### src/source/fpu_pkg.sv
package fpu_pkg;

  // ------------------------------------------------------------
  // Widths
  // ------------------------------------------------------------
  localparam int FLEN_W   = 64;
  localparam int SINGLE_W = 32;
  localparam int TAG_W    = 6;
  localparam int FFLAGS_W = 5;

  typedef logic [FLEN_W-1:0]   flen_t;
  typedef logic [SINGLE_W-1:0] single_t;
  typedef logic [TAG_W-1:0]    tag_t;
  typedef logic [FFLAGS_W-1:0] fflags_t;

  // Flag order is NV DZ OF UF NX, MSB first
  localparam int NV_BIT = 4;

  // ------------------------------------------------------------
  // Operations
  // ------------------------------------------------------------
  typedef enum logic [3:0] {
    OP_FMV_X_W  = 4'h0,
    OP_FMV_W_X  = 4'h1,
    OP_FSGNJ_S  = 4'h2,
    OP_FSGNJN_S = 4'h3,
    OP_FSGNJX_S = 4'h4,
    OP_FSGNJ_D  = 4'h5,
    OP_FSGNJN_D = 4'h6,
    OP_FSGNJX_D = 4'h7,
    OP_FMIN_S   = 4'h8,
    OP_FMAX_S   = 4'h9,
    OP_FEQ_S    = 4'ha,
    OP_FLT_S    = 4'hb,
    OP_FLE_S    = 4'hc
  } fpu_op_t;

  // ------------------------------------------------------------
  // NaN boxing
  // ------------------------------------------------------------
  localparam single_t CANON_NAN_S = 32'h7fc0_0000;

  // Single value only counts when the upper word is all ones
  function automatic single_t unbox_s(input flen_t value);
    if (&value[FLEN_W-1:SINGLE_W]) begin
      return value[SINGLE_W-1:0];
    end else begin
      return CANON_NAN_S;
    end
  endfunction

endpackage
### src/source/fpu_pipe_top.sv
`timescale 1ns/100ps

module fpu_pipe_top (
  input  logic             i_clk,
  input  logic             i_reset_n,
  input  logic             i_flush,

  input  logic             i_valid,
  input  fpu_pkg::fpu_op_t i_op,
  input  fpu_pkg::tag_t    i_tag,
  input  fpu_pkg::flen_t   i_rs1,
  input  fpu_pkg::flen_t   i_rs2,
  output logic             o_ready,

  output logic             o_valid,
  input  logic             i_ready,
  output fpu_pkg::tag_t    o_tag,
  output fpu_pkg::flen_t   o_data,
  output fpu_pkg::fflags_t o_fflags
);

  import fpu_pkg::*;

  logic    w_stall;

  logic    w_iss_fast_valid;
  logic    w_iss_slow_valid;
  fpu_op_t w_iss_op;
  tag_t    w_iss_tag;
  flen_t   w_iss_rs1;
  flen_t   w_iss_rs2;

  logic    w_fast_valid;
  tag_t    w_fast_tag;
  flen_t   w_fast_data;

  logic    w_slow_valid;
  tag_t    w_slow_tag;
  flen_t   w_slow_data;
  fflags_t w_slow_fflags;

  fpu_issue_stage u_issue (
    .i_clk        (i_clk),
    .i_reset_n    (i_reset_n),
    .i_flush      (i_flush),
    .i_stall      (w_stall),
    .i_valid      (i_valid),
    .i_op         (i_op),
    .i_tag        (i_tag),
    .i_rs1        (i_rs1),
    .i_rs2        (i_rs2),
    .o_ready      (o_ready),
    .o_fast_valid (w_iss_fast_valid),
    .o_slow_valid (w_iss_slow_valid),
    .o_op         (w_iss_op),
    .o_tag        (w_iss_tag),
    .o_rs1        (w_iss_rs1),
    .o_rs2        (w_iss_rs2)
  );

  fpu_sign_move_unit u_sign_move (
    .i_clk     (i_clk),
    .i_reset_n (i_reset_n),
    .i_flush   (i_flush),
    .i_stall   (w_stall),
    .i_valid   (w_iss_fast_valid),
    .i_op      (w_iss_op),
    .i_tag     (w_iss_tag),
    .i_rs1     (w_iss_rs1),
    .i_rs2     (w_iss_rs2),
    .o_valid   (w_fast_valid),
    .o_tag     (w_fast_tag),
    .o_data    (w_fast_data)
  );

  fpu_compare_unit u_compare (
    .i_clk     (i_clk),
    .i_reset_n (i_reset_n),
    .i_flush   (i_flush),
    .i_stall   (w_stall),
    .i_valid   (w_iss_slow_valid),
    .i_op      (w_iss_op),
    .i_tag     (w_iss_tag),
    .i_rs1     (w_iss_rs1),
    .i_rs2     (w_iss_rs2),
    .o_valid   (w_slow_valid),
    .o_tag     (w_slow_tag),
    .o_data    (w_slow_data),
    .o_fflags  (w_slow_fflags)
  );

  fpu_result_merge u_merge (
    .i_clk         (i_clk),
    .i_reset_n     (i_reset_n),
    .i_flush       (i_flush),
    .i_ready       (i_ready),
    .i_fast_valid  (w_fast_valid),
    .i_fast_tag    (w_fast_tag),
    .i_fast_data   (w_fast_data),
    .i_slow_valid  (w_slow_valid),
    .i_slow_tag    (w_slow_tag),
    .i_slow_data   (w_slow_data),
    .i_slow_fflags (w_slow_fflags),
    .o_valid       (o_valid),
    .o_tag         (o_tag),
    .o_data        (o_data),
    .o_fflags      (o_fflags),
    .o_stall       (w_stall)
  );

endmodule

### src/source/fpu_result_merge.sv
`timescale 1ns/100ps

module fpu_result_merge (
  input  logic             i_clk,
  input  logic             i_reset_n,
  input  logic             i_flush,
  input  logic             i_ready,

  input  logic             i_fast_valid,
  input  fpu_pkg::tag_t    i_fast_tag,
  input  fpu_pkg::flen_t   i_fast_data,

  input  logic             i_slow_valid,
  input  fpu_pkg::tag_t    i_slow_tag,
  input  fpu_pkg::flen_t   i_slow_data,
  input  fpu_pkg::fflags_t i_slow_fflags,

  output logic             o_valid,
  output fpu_pkg::tag_t    o_tag,
  output fpu_pkg::flen_t   o_data,
  output fpu_pkg::fflags_t o_fflags,
  output logic             o_stall
);

  import fpu_pkg::*;

  // Result held but not taken freezes the whole pipe
  assign o_stall = o_valid & ~i_ready;

  always_ff @(posedge i_clk, negedge i_reset_n) begin
    if (!i_reset_n) begin
      o_valid <= 1'b0;
    end else if (i_flush) begin
      o_valid <= 1'b0;
    end else if (!o_stall) begin
      o_valid <= i_fast_valid | i_slow_valid;
    end
  end

  // At most one unit is valid in a given cycle
  always_ff @(posedge i_clk) begin
    if (!o_stall) begin
      if (i_slow_valid) begin
        o_tag    <= i_slow_tag;
        o_data   <= i_slow_data;
        o_fflags <= i_slow_fflags;
      end else begin
        o_tag    <= i_fast_tag;
        o_data   <= i_fast_data;
        o_fflags <= fflags_t'(0);
      end
    end
  end

endmodule

### src/source/fpu_compare_unit.sv
`timescale 1ns/100ps

module fpu_compare_unit (
  input  logic             i_clk,
  input  logic             i_reset_n,
  input  logic             i_flush,
  input  logic             i_stall,

  input  logic             i_valid,
  input  fpu_pkg::fpu_op_t i_op,
  input  fpu_pkg::tag_t    i_tag,
  input  fpu_pkg::flen_t   i_rs1,
  input  fpu_pkg::flen_t   i_rs2,

  output logic             o_valid,
  output fpu_pkg::tag_t    o_tag,
  output fpu_pkg::flen_t   o_data,
  output fpu_pkg::fflags_t o_fflags
);

  import fpu_pkg::*;

  single_t w_a;
  single_t w_b;
  logic    w_a_nan;
  logic    w_b_nan;

  logic    r_s1_valid;
  fpu_op_t r_s1_op;
  tag_t    r_s1_tag;
  single_t r_s1_a;
  single_t r_s1_b;
  logic    r_s1_a_qnan, r_s1_a_snan;
  logic    r_s1_b_qnan, r_s1_b_snan;
  logic    r_s1_both_zero;
  logic    r_s1_mag_lt, r_s1_mag_eq;
  logic    r_s1_sign_a, r_s1_sign_b;

  logic    w_a_is_nan, w_b_is_nan;
  logic    w_any_nan, w_any_snan;
  logic    w_lt_total, w_lt, w_eq;
  flen_t   w_result;
  fflags_t w_fflags;

  // ------------------------------------------------------------
  // Stage one: unbox, classify, compare magnitudes
  // ------------------------------------------------------------
  assign w_a     = unbox_s(i_rs1);
  assign w_b     = unbox_s(i_rs2);
  assign w_a_nan = (&w_a[30:23]) & (|w_a[22:0]);
  assign w_b_nan = (&w_b[30:23]) & (|w_b[22:0]);

  always_ff @(posedge i_clk, negedge i_reset_n) begin
    if (!i_reset_n) begin
      r_s1_valid <= 1'b0;
    end else if (i_flush) begin
      r_s1_valid <= 1'b0;
    end else if (!i_stall) begin
      r_s1_valid <= i_valid;
    end
  end

  always_ff @(posedge i_clk) begin
    if (!i_stall) begin
      r_s1_op        <= i_op;
      r_s1_tag       <= i_tag;
      r_s1_a         <= w_a;
      r_s1_b         <= w_b;
      r_s1_a_qnan    <= w_a_nan & w_a[22];
      r_s1_a_snan    <= w_a_nan & ~w_a[22];
      r_s1_b_qnan    <= w_b_nan & w_b[22];
      r_s1_b_snan    <= w_b_nan & ~w_b[22];
      r_s1_both_zero <= ~(|w_a[30:0]) & ~(|w_b[30:0]);
      r_s1_mag_lt    <= w_a[30:0] < w_b[30:0];
      r_s1_mag_eq    <= w_a[30:0] == w_b[30:0];
      r_s1_sign_a    <= w_a[31];
      r_s1_sign_b    <= w_b[31];
    end
  end

  // ------------------------------------------------------------
  // Stage two: pick the result and flags
  // ------------------------------------------------------------
  assign w_a_is_nan = r_s1_a_qnan | r_s1_a_snan;
  assign w_b_is_nan = r_s1_b_qnan | r_s1_b_snan;
  assign w_any_nan  = w_a_is_nan | w_b_is_nan;
  assign w_any_snan = r_s1_a_snan | r_s1_b_snan;

  // Ordering where -0 sorts below +0
  assign w_lt_total = (r_s1_sign_a != r_s1_sign_b) ? r_s1_sign_a :
                      r_s1_sign_a ? ~r_s1_mag_lt & ~r_s1_mag_eq : r_s1_mag_lt;
  assign w_lt = w_lt_total & ~r_s1_both_zero;
  assign w_eq = (r_s1_mag_eq & (r_s1_sign_a == r_s1_sign_b)) | r_s1_both_zero;

  always_comb begin
    w_result = '0;
    w_fflags = '0;
    case (r_s1_op)
      OP_FMIN_S, OP_FMAX_S: begin
        if (w_a_is_nan & w_b_is_nan) begin
          w_result = {{(FLEN_W-SINGLE_W){1'b1}}, CANON_NAN_S};
        end else if (w_a_is_nan) begin
          w_result = {{(FLEN_W-SINGLE_W){1'b1}}, r_s1_b};
        end else if (w_b_is_nan) begin
          w_result = {{(FLEN_W-SINGLE_W){1'b1}}, r_s1_a};
        end else if (w_lt_total ^ (r_s1_op == OP_FMAX_S)) begin
          w_result = {{(FLEN_W-SINGLE_W){1'b1}}, r_s1_a};
        end else begin
          w_result = {{(FLEN_W-SINGLE_W){1'b1}}, r_s1_b};
        end
        w_fflags[NV_BIT] = w_any_snan;
      end
      OP_FEQ_S: begin
        w_result[0]      = ~w_any_nan & w_eq;
        w_fflags[NV_BIT] = w_any_snan;
      end
      OP_FLT_S: begin
        w_result[0]      = ~w_any_nan & w_lt;
        w_fflags[NV_BIT] = w_any_nan;
      end
      OP_FLE_S: begin
        w_result[0]      = ~w_any_nan & (w_lt | w_eq);
        w_fflags[NV_BIT] = w_any_nan;
      end
      default: begin
        w_result = '0;
      end
    endcase
  end

  always_ff @(posedge i_clk, negedge i_reset_n) begin
    if (!i_reset_n) begin
      o_valid <= 1'b0;
    end else if (i_flush) begin
      o_valid <= 1'b0;
    end else if (!i_stall) begin
      o_valid <= r_s1_valid;
    end
  end

  always_ff @(posedge i_clk) begin
    if (!i_stall) begin
      o_tag    <= r_s1_tag;
      o_data   <= w_result;
      o_fflags <= w_fflags;
    end
  end

endmodule

### src/source/fpu_sign_move_unit.sv
`timescale 1ns/100ps

module fpu_sign_move_unit (
  input  logic             i_clk,
  input  logic             i_reset_n,
  input  logic             i_flush,
  input  logic             i_stall,

  input  logic             i_valid,
  input  fpu_pkg::fpu_op_t i_op,
  input  fpu_pkg::tag_t    i_tag,
  input  fpu_pkg::flen_t   i_rs1,
  input  fpu_pkg::flen_t   i_rs2,

  output logic             o_valid,
  output fpu_pkg::tag_t    o_tag,
  output fpu_pkg::flen_t   o_data
);

  import fpu_pkg::*;

  single_t w_rs1_s;
  single_t w_rs2_s;
  flen_t   w_result;

  assign w_rs1_s = unbox_s(i_rs1);
  assign w_rs2_s = unbox_s(i_rs2);

  // ------------------------------------------------------------
  // Moves and sign injection
  // ------------------------------------------------------------
  always_comb begin
    case (i_op)
      OP_FMV_X_W: begin
        w_result = {{(FLEN_W-SINGLE_W){i_rs1[SINGLE_W-1]}}, i_rs1[SINGLE_W-1:0]};
      end
      OP_FMV_W_X: begin
        w_result = {{(FLEN_W-SINGLE_W){1'b1}}, i_rs1[SINGLE_W-1:0]};
      end
      OP_FSGNJ_S: begin
        w_result = {{(FLEN_W-SINGLE_W){1'b1}}, w_rs2_s[SINGLE_W-1], w_rs1_s[SINGLE_W-2:0]};
      end
      OP_FSGNJN_S: begin
        w_result = {{(FLEN_W-SINGLE_W){1'b1}}, ~w_rs2_s[SINGLE_W-1], w_rs1_s[SINGLE_W-2:0]};
      end
      OP_FSGNJX_S: begin
        w_result = {{(FLEN_W-SINGLE_W){1'b1}},
                    w_rs1_s[SINGLE_W-1] ^ w_rs2_s[SINGLE_W-1],
                    w_rs1_s[SINGLE_W-2:0]};
      end
      OP_FSGNJ_D: begin
        w_result = {i_rs2[FLEN_W-1], i_rs1[FLEN_W-2:0]};
      end
      OP_FSGNJN_D: begin
        w_result = {~i_rs2[FLEN_W-1], i_rs1[FLEN_W-2:0]};
      end
      OP_FSGNJX_D: begin
        w_result = {i_rs1[FLEN_W-1] ^ i_rs2[FLEN_W-1], i_rs1[FLEN_W-2:0]};
      end
      default: begin
        w_result = '0;
      end
    endcase
  end

  // ------------------------------------------------------------
  // Result register
  // ------------------------------------------------------------
  always_ff @(posedge i_clk, negedge i_reset_n) begin
    if (!i_reset_n) begin
      o_valid <= 1'b0;
    end else if (i_flush) begin
      o_valid <= 1'b0;
    end else if (!i_stall) begin
      o_valid <= i_valid;
    end
  end

  always_ff @(posedge i_clk) begin
    if (!i_stall) begin
      o_tag  <= i_tag;
      o_data <= w_result;
    end
  end

endmodule

### src/source/fpu_issue_stage.sv
`timescale 1ns/100ps

module fpu_issue_stage (
  input  logic             i_clk,
  input  logic             i_reset_n,
  input  logic             i_flush,
  input  logic             i_stall,

  input  logic             i_valid,
  input  fpu_pkg::fpu_op_t i_op,
  input  fpu_pkg::tag_t    i_tag,
  input  fpu_pkg::flen_t   i_rs1,
  input  fpu_pkg::flen_t   i_rs2,
  output logic             o_ready,

  output logic             o_fast_valid,
  output logic             o_slow_valid,
  output fpu_pkg::fpu_op_t o_op,
  output fpu_pkg::tag_t    o_tag,
  output fpu_pkg::flen_t   o_rs1,
  output fpu_pkg::flen_t   o_rs2
);

  import fpu_pkg::*;

  logic w_slow_op;
  logic w_accept;

  // Min/max and compares go down the two-stage path
  always_comb begin
    w_slow_op = i_op inside {OP_FMIN_S, OP_FMAX_S, OP_FEQ_S, OP_FLT_S, OP_FLE_S};
  end

  // One bubble behind every slow op keeps the two units from
  // finishing in the same cycle
  assign o_ready  = ~o_slow_valid & ~i_stall;
  assign w_accept = i_valid & o_ready;

  // ------------------------------------------------------------
  // Slot valid bits
  // ------------------------------------------------------------
  always_ff @(posedge i_clk, negedge i_reset_n) begin
    if (!i_reset_n) begin
      o_fast_valid <= 1'b0;
      o_slow_valid <= 1'b0;
    end else if (i_flush) begin
      o_fast_valid <= 1'b0;
      o_slow_valid <= 1'b0;
    end else if (!i_stall) begin
      o_fast_valid <= w_accept & ~w_slow_op;
      o_slow_valid <= w_accept & w_slow_op;
    end
  end

  // Payload shared by both slots
  always_ff @(posedge i_clk) begin
    if (w_accept) begin
      o_op  <= i_op;
      o_tag <= i_tag;
      o_rs1 <= i_rs1;
      o_rs2 <= i_rs2;
    end
  end

endmodule

### config.mk
export PLATFORM = sky130hd
export DESIGN_NAME = fpu_pipe_top
export DESIGN_NICKNAME = d
export VERILOG_FILES = /design/src/source/fpu_pkg.sv /design/src/source/fpu_pipe_top.sv /design/src/source/fpu_result_merge.sv /design/src/source/fpu_compare_unit.sv /design/src/source/fpu_sign_move_unit.sv /design/src/source/fpu_issue_stage.sv
export SDC_FILE = /design/constraint.sdc
export NUM_CORES = 1
export LEC_CHECK = 0
export BUFFER_PORTS_ARGS = -buffer_cell sky130_fd_sc_hd__buf_2
export CORE_AREA = 2 2 158 191
export CTS_BUF_LIST = sky130_fd_sc_hd__clkbuf_8 sky130_fd_sc_hd__clkbuf_16
export DETAILED_ROUTE_END_ITERATION = 10
export DIE_AREA = 0 0 160 193
export MAX_ROUTING_LAYER = met4
export PLACE_DENSITY = 0.75
export RECOVER_POWER = 25
export SYNTH_ARGS = -nofsm -noshare
export SYNTH_HDL_FRONTEND = slang
export SYNTH_SLANG_ARGS = --single-unit
### constraint.sdc
create_clock -name i_clk -period 7 [get_ports i_clk]
set_clock_uncertainty 0.1 [all_clocks]
set_input_delay 1.4 -clock i_clk [delete_from_list [all_inputs] [get_ports i_clk]]
set_output_delay 1.4 -clock i_clk [all_outputs]
set_load 0.02 [all_outputs]
* Word-level counts from Yosys, hierarchy flattened
Index checks and enable logic that the tools add are counted.
Operators by class: magnitude comparators 1, eq/ne operators 21, mux-type cells 25, bitwise logic cells 44, reductions and logical operators 14
Operators by type and width (count):
- one-hot mux 64 bit (8 select lines) | 1
- 2-to-1 mux 64 bit | 4
- 2-to-1 mux 32 bit | 3
- AND reduction 32 bit | 2
- OR reduction 31 bit | 2
- OR reduction 23 bit | 2
- equality test 4 bit (second input constant) | 10
- equality test 31 bit | 1
- less-than comparator 31 bit | 1
- AND 1 bit | 19
- equality test 4 x 3 -> 1 bit (second input constant) | 4
- AND reduction 8 bit | 2
- inverter 1 bit | 15
- 2-to-1 mux 1 bit | 14
- equality test 4 x 2 -> 1 bit (second input constant) | 2
- bitwise OR 1 bit | 7
- 2-to-1 mux 6 bit | 1
- OR reduction 2 bit | 3
- nonzero test 5 bit | 1
- equality test 4 x 1 -> 1 bit (second input constant) | 1
- zero test 4 bit | 1
- one-hot mux 1 bit (4 select lines) | 1
- OR reduction 3 bit | 1
- XOR 1 bit | 3
- 4 further kinds | 4
Storage, ports and cells: register bits 433, logic and storage cells 137

* Logic depth before layout (Yosys ltp)
word-level depth 10, gate-level depth with buffers 12, mapped depth without buffers 11

* Cells and area by module
From an unflattened synthesis, not the netlist that was laid out.
Second synthesis, totals: cell total of the unflattened synthesis 1046, area, all modules 16757.3 um^2
By module, submodules not included:
- fpu_compare_unit | instances 1, cells each 518, area each 6262.3 um^2
- fpu_issue_stage | instances 1, cells each 150, area each 4255.3 um^2
- fpu_result_merge | instances 1, cells each 163, area each 3183.1 um^2
- fpu_sign_move_unit | instances 1, cells each 215, area each 3056.7 um^2

* Worst setup path after synthesis
No wires, ideal clock.
kind input to register, start point input port i_ready, end point register u_compare.o_data[0], enable pin, arrival time 6.579 ns, required time 6.291 ns, setup slack -0.288 ns, stages 3, cell sequence nor2b_1 -> clkbuf_1 -> inv_1
Between the ends: word-level cells in the longest chain between the ends 2
Ends and longest elaborated chain:
- start: declaration | line fpu_pipe_top.sv:16 | input logic i_ready,
- inverter 1 bit | line fpu_result_merge.sv:28 | assign o_stall = o_valid & ~i_ready;
- AND 1 bit | line fpu_result_merge.sv:28
- end signal: assignment | line fpu_compare_unit.sv:144 | o_data <= w_result;
- end: declaration | line fpu_compare_unit.sv:17 | output fpu_pkg::flen_t o_data,
Every way passes these cells. A chain may end at the register's enable or synchronous reset.

* Final worst setup path
start point register u_compare.o_valid, end point register u_merge.o_data[63] (data pin)
Between the ends: word-level cells in the longest chain between the ends 1
Ends and longest elaborated chain:
- start: declaration | line fpu_compare_unit.sv:15 | output logic o_valid,
- start signal: assignment | line fpu_compare_unit.sv:137 | o_valid <= r_s1_valid;
- 2-to-1 mux 64 bit | line fpu_result_merge.sv:43 | if (i_slow_valid) begin
- end signal: assignment | line fpu_result_merge.sv:45 | o_data <= i_slow_data;
- end signal: assignment | line fpu_result_merge.sv:49 | o_data <= i_fast_data;
- end: declaration | line fpu_result_merge.sv:20 | output fpu_pkg::flen_t o_data,
Every way passes these cells.

==> impl_results.md <==
* Worst hold start: u_issue.o_tag[1]
* First-pass GRT wire length at 45,800 µm
* Required @ worst endpoint at 7190 ps
* GRT Util Overall at 19.8%
* Die width at 160 µm
* Final setup viols at 0
* Die footprint at 30,900 µm²
* ANT nets after route at 0
* Clock sink count at 400
* Largest net degree at the start of global routing at 176
* Status: finished with violations
* Max Clk Rate at 230 MHz
* Post-CTS setup buffers at 0
* WL/cell at 18.1 µm
* Mean number of vias per cell at 5.36
* Critical path buffers and inverters at 1
* Hold Violations, Final at 0
* PortBufs at 215
* CTS tree: built
* Post-synth EDFFs at 394
* Unrepaired setup endpoints after global routing: false
* WL final at 29,700 µm
* PostCTS Resize Cnt at 0
* Clock latency on the worst-skew pair at 520 ps
* Fin worst setup slack at 2660 ps
* Row cnt at 69
* Crit path launch: u_compare.o_valid
* I/O Pins at 220
* Post-Synthesis Cell Area at 15,800 µm²
* Critical setup path kind: reg2reg
* Die Span Y at 193 µm
* Number of global-route vias before repair at 8,641
* Post-Syn Instances at 997
* Antenna violations before repair at 0
* Worst-path clk slew at 60 ps
* Crit path time final at 4340 ps
* Crit Path Max Fanout at 40
* VDD IR-drop max at 0.211 mV
* CTS buffer count at 39
* Synth warn at 0
* Vias at 8,810
* Worst hold path type: reg2reg
* Final Util at 62.9%
* Detailed Routing Iterations Pass 1 at 5
* Max_cap viols at 1
* Failing checks: capacitance limit, slew limit
* Final Cycle Share at 62.0%
* Synth Register Bits at 400
* Startpoint Class: register
* Ys async rst share at 1.50%
* CP top delay family: buffers and inverters
* Setup TNS at 0 ps
* Mean Syn Cell Area at 15.8 µm²
* Post-synthesis sequential area ratio at 76.0%
* Rel. slew slack at -34.7%
* Worst r2r src: u_compare.o_valid
* Max incr delay on CP at 1520 ps
* Clock tree buffer depth at 3
* Total power at 5.16 mW
* Final HPWL DP at 20,300 µm
* Worst path cell trace: clkbuf_1, nand2_1, o21ai_0
* Yosys cell types at 56
* Starting Density at 54.0%
* Clock H-tree levels at 2
* Remaining DRCs at 0
* Placement Setup Slack at 3040 ps
* Layout overhead on the synthesized area at 16.5%
* Core area at 29,200 µm²
* Slowest-stage cell, CP: clkbuf_1
* WP data arrival at 4530 ps
* Pins Over Slew Limit at 36
* 1st-iter DRT viols at 735
* P_leak at 7.84 nW
* Fillers at 2,185
* Routability Congestion at 0.886
* Nets@finish at 1,397
* PwrDens at 281 nW/µm²
* Worst slew pin tran at 2020 ps
* Synth Flop Type: edfxtp_1
* Hold Slack at 316 ps
* Total grt overflow at 0
* Layout cell share with drive strength beyond 1 at 23.1%
* CTS root buf: clkbuf_16
* CTS Hold Bufs at 0
* Antenna Cells at 0
* Crit path capture type: register
[final cells by class]
cell class	count	area [µm²]	area share, %
clock inverter	30	204	1.11
multi-input combinational	479	3250	17.7
timing repair buffer	224	1110	6.05
sequential	400	12000	65.3
clock buffer	41	1030	5.59
inverter	79	300	1.64
tap	390	488	2.66
[report_power, final]
part	switching [mW]	internal [mW]	total (mW)
clock	0.830	1.17	2.00
combinational	0.180	0.108	0.288
sequential	0.0635	2.81	2.87
total	1.07	4.08	5.16
[metal layers]
layer	vias to the layer above	share of wire, %	track usage (%)
met2	345	49	32.6
li1	4191	-	-
met3	72	5.6	2.95
met4	0	3.1	7.55
met1	4202	42	25.4
met5	-	0	-
[cell usage after synthesis, types with 10 or more instances]
cell type	instances	area share, %
nand2_1	51	1.2
nor2_1	60	1.4
nor4_1	19	0.75
mux2_2	38	2.7
and3_1	24	0.95
a211oi_1	10	0.48
clkbuf_1	24	0.57
ha_1	31	2.5
nand4_1	28	1.1
a21o_1	37	1.8
edfxtp_1	394	75
and2_1	26	1.0
inv_1	79	1.9
a21oi_1	25	0.79
mux2i_1	25	1.6
o21ai_0	44	1.4
[final timing paths]
kind	to	slack, ps	cells past startpoint
max	u_merge.o_data[63]	2660	3
min	u_compare.r_s1_tag[1]	320	0
max reg2reg	u_merge.o_data[63]	2660	3
min reg2reg	u_compare.r_s1_tag[1]	320	0
max in group asynchronous	u_sign_move.o_valid	5900	1
min in group asynchronous	u_issue.o_fast_valid	650	1
[layout by cell type (no fill, tap or decap), types with 28 or more instances in the layout]
cell | Yosys | layout
a21o_1 | 37 | 37
ha_1 | 31 | 31
nand4_1 | 28 | 28
nor2_1 | 60 | 60
o21ai_0 | 44 | 44
inv_1 | 79 | 86
mux2_2 | 38 | 38
nand2_1 | 51 | 51
buf_2 | 6 | 185
clkbuf_1 | 24 | 32
clkbuf_16 | 0 | 41
edfxtp_1 | 394 | 394
[cells by family after synthesis]
group | count (synthesis) | synth area share, %
AOI/OAI and AO/OA | 136 | 5.52
buffers and inverters | 121 | 3.47
and+or+nand+nor | 244 | 8.17
adders and majority gates | 31 | 2.46
xor gates and xnor gates | 1 | 0.0556
muxes | 63 | 4.30
DFF | 400 | 76.0
other | 1 | 0.0238
[state kept, by name (all words and copies together), names as in the netlist, 4 cells and up]
| signal | flops |
|---|---|
| u_compare.o_data | 33 |
| u_issue.o_tag | 6 |
| u_sign_move.o_data | 64 |
| u_issue.o_op | 4 |
| u_issue.o_rs2 | 64 |
| u_merge.o_data | 64 |
| u_merge.o_tag | 6 |
| u_compare.r_s1_op | 4 |
| u_issue.o_rs1 | 64 |
| u_compare.r_s1_tag | 6 |
| u_compare.r_s1_a | 31 |
| u_compare.r_s1_b | 31 |
| u_compare.o_tag | 6 |
[worst register-to-register path: cells and delay by family (launching register included)]
family                 cells  cell delay, ps
AOI/OAI and AO/OA          1             380
buffers and inverters      1            1550
DFF                        1            1070
and+or+nand+nor            1            1020
[through the flow]
step / instances / cell area, µm²
2_1_floorplan: 1000 / 15800
3_3_place_gp: 1572 / 17200
3_5_place_dp: 1572 / 17200
4_1_cts: 1643 / 18400
5_1_grt: 1643 / 18400
6_report: 1643 / 18400
Power figures use the tool's default switching activity.
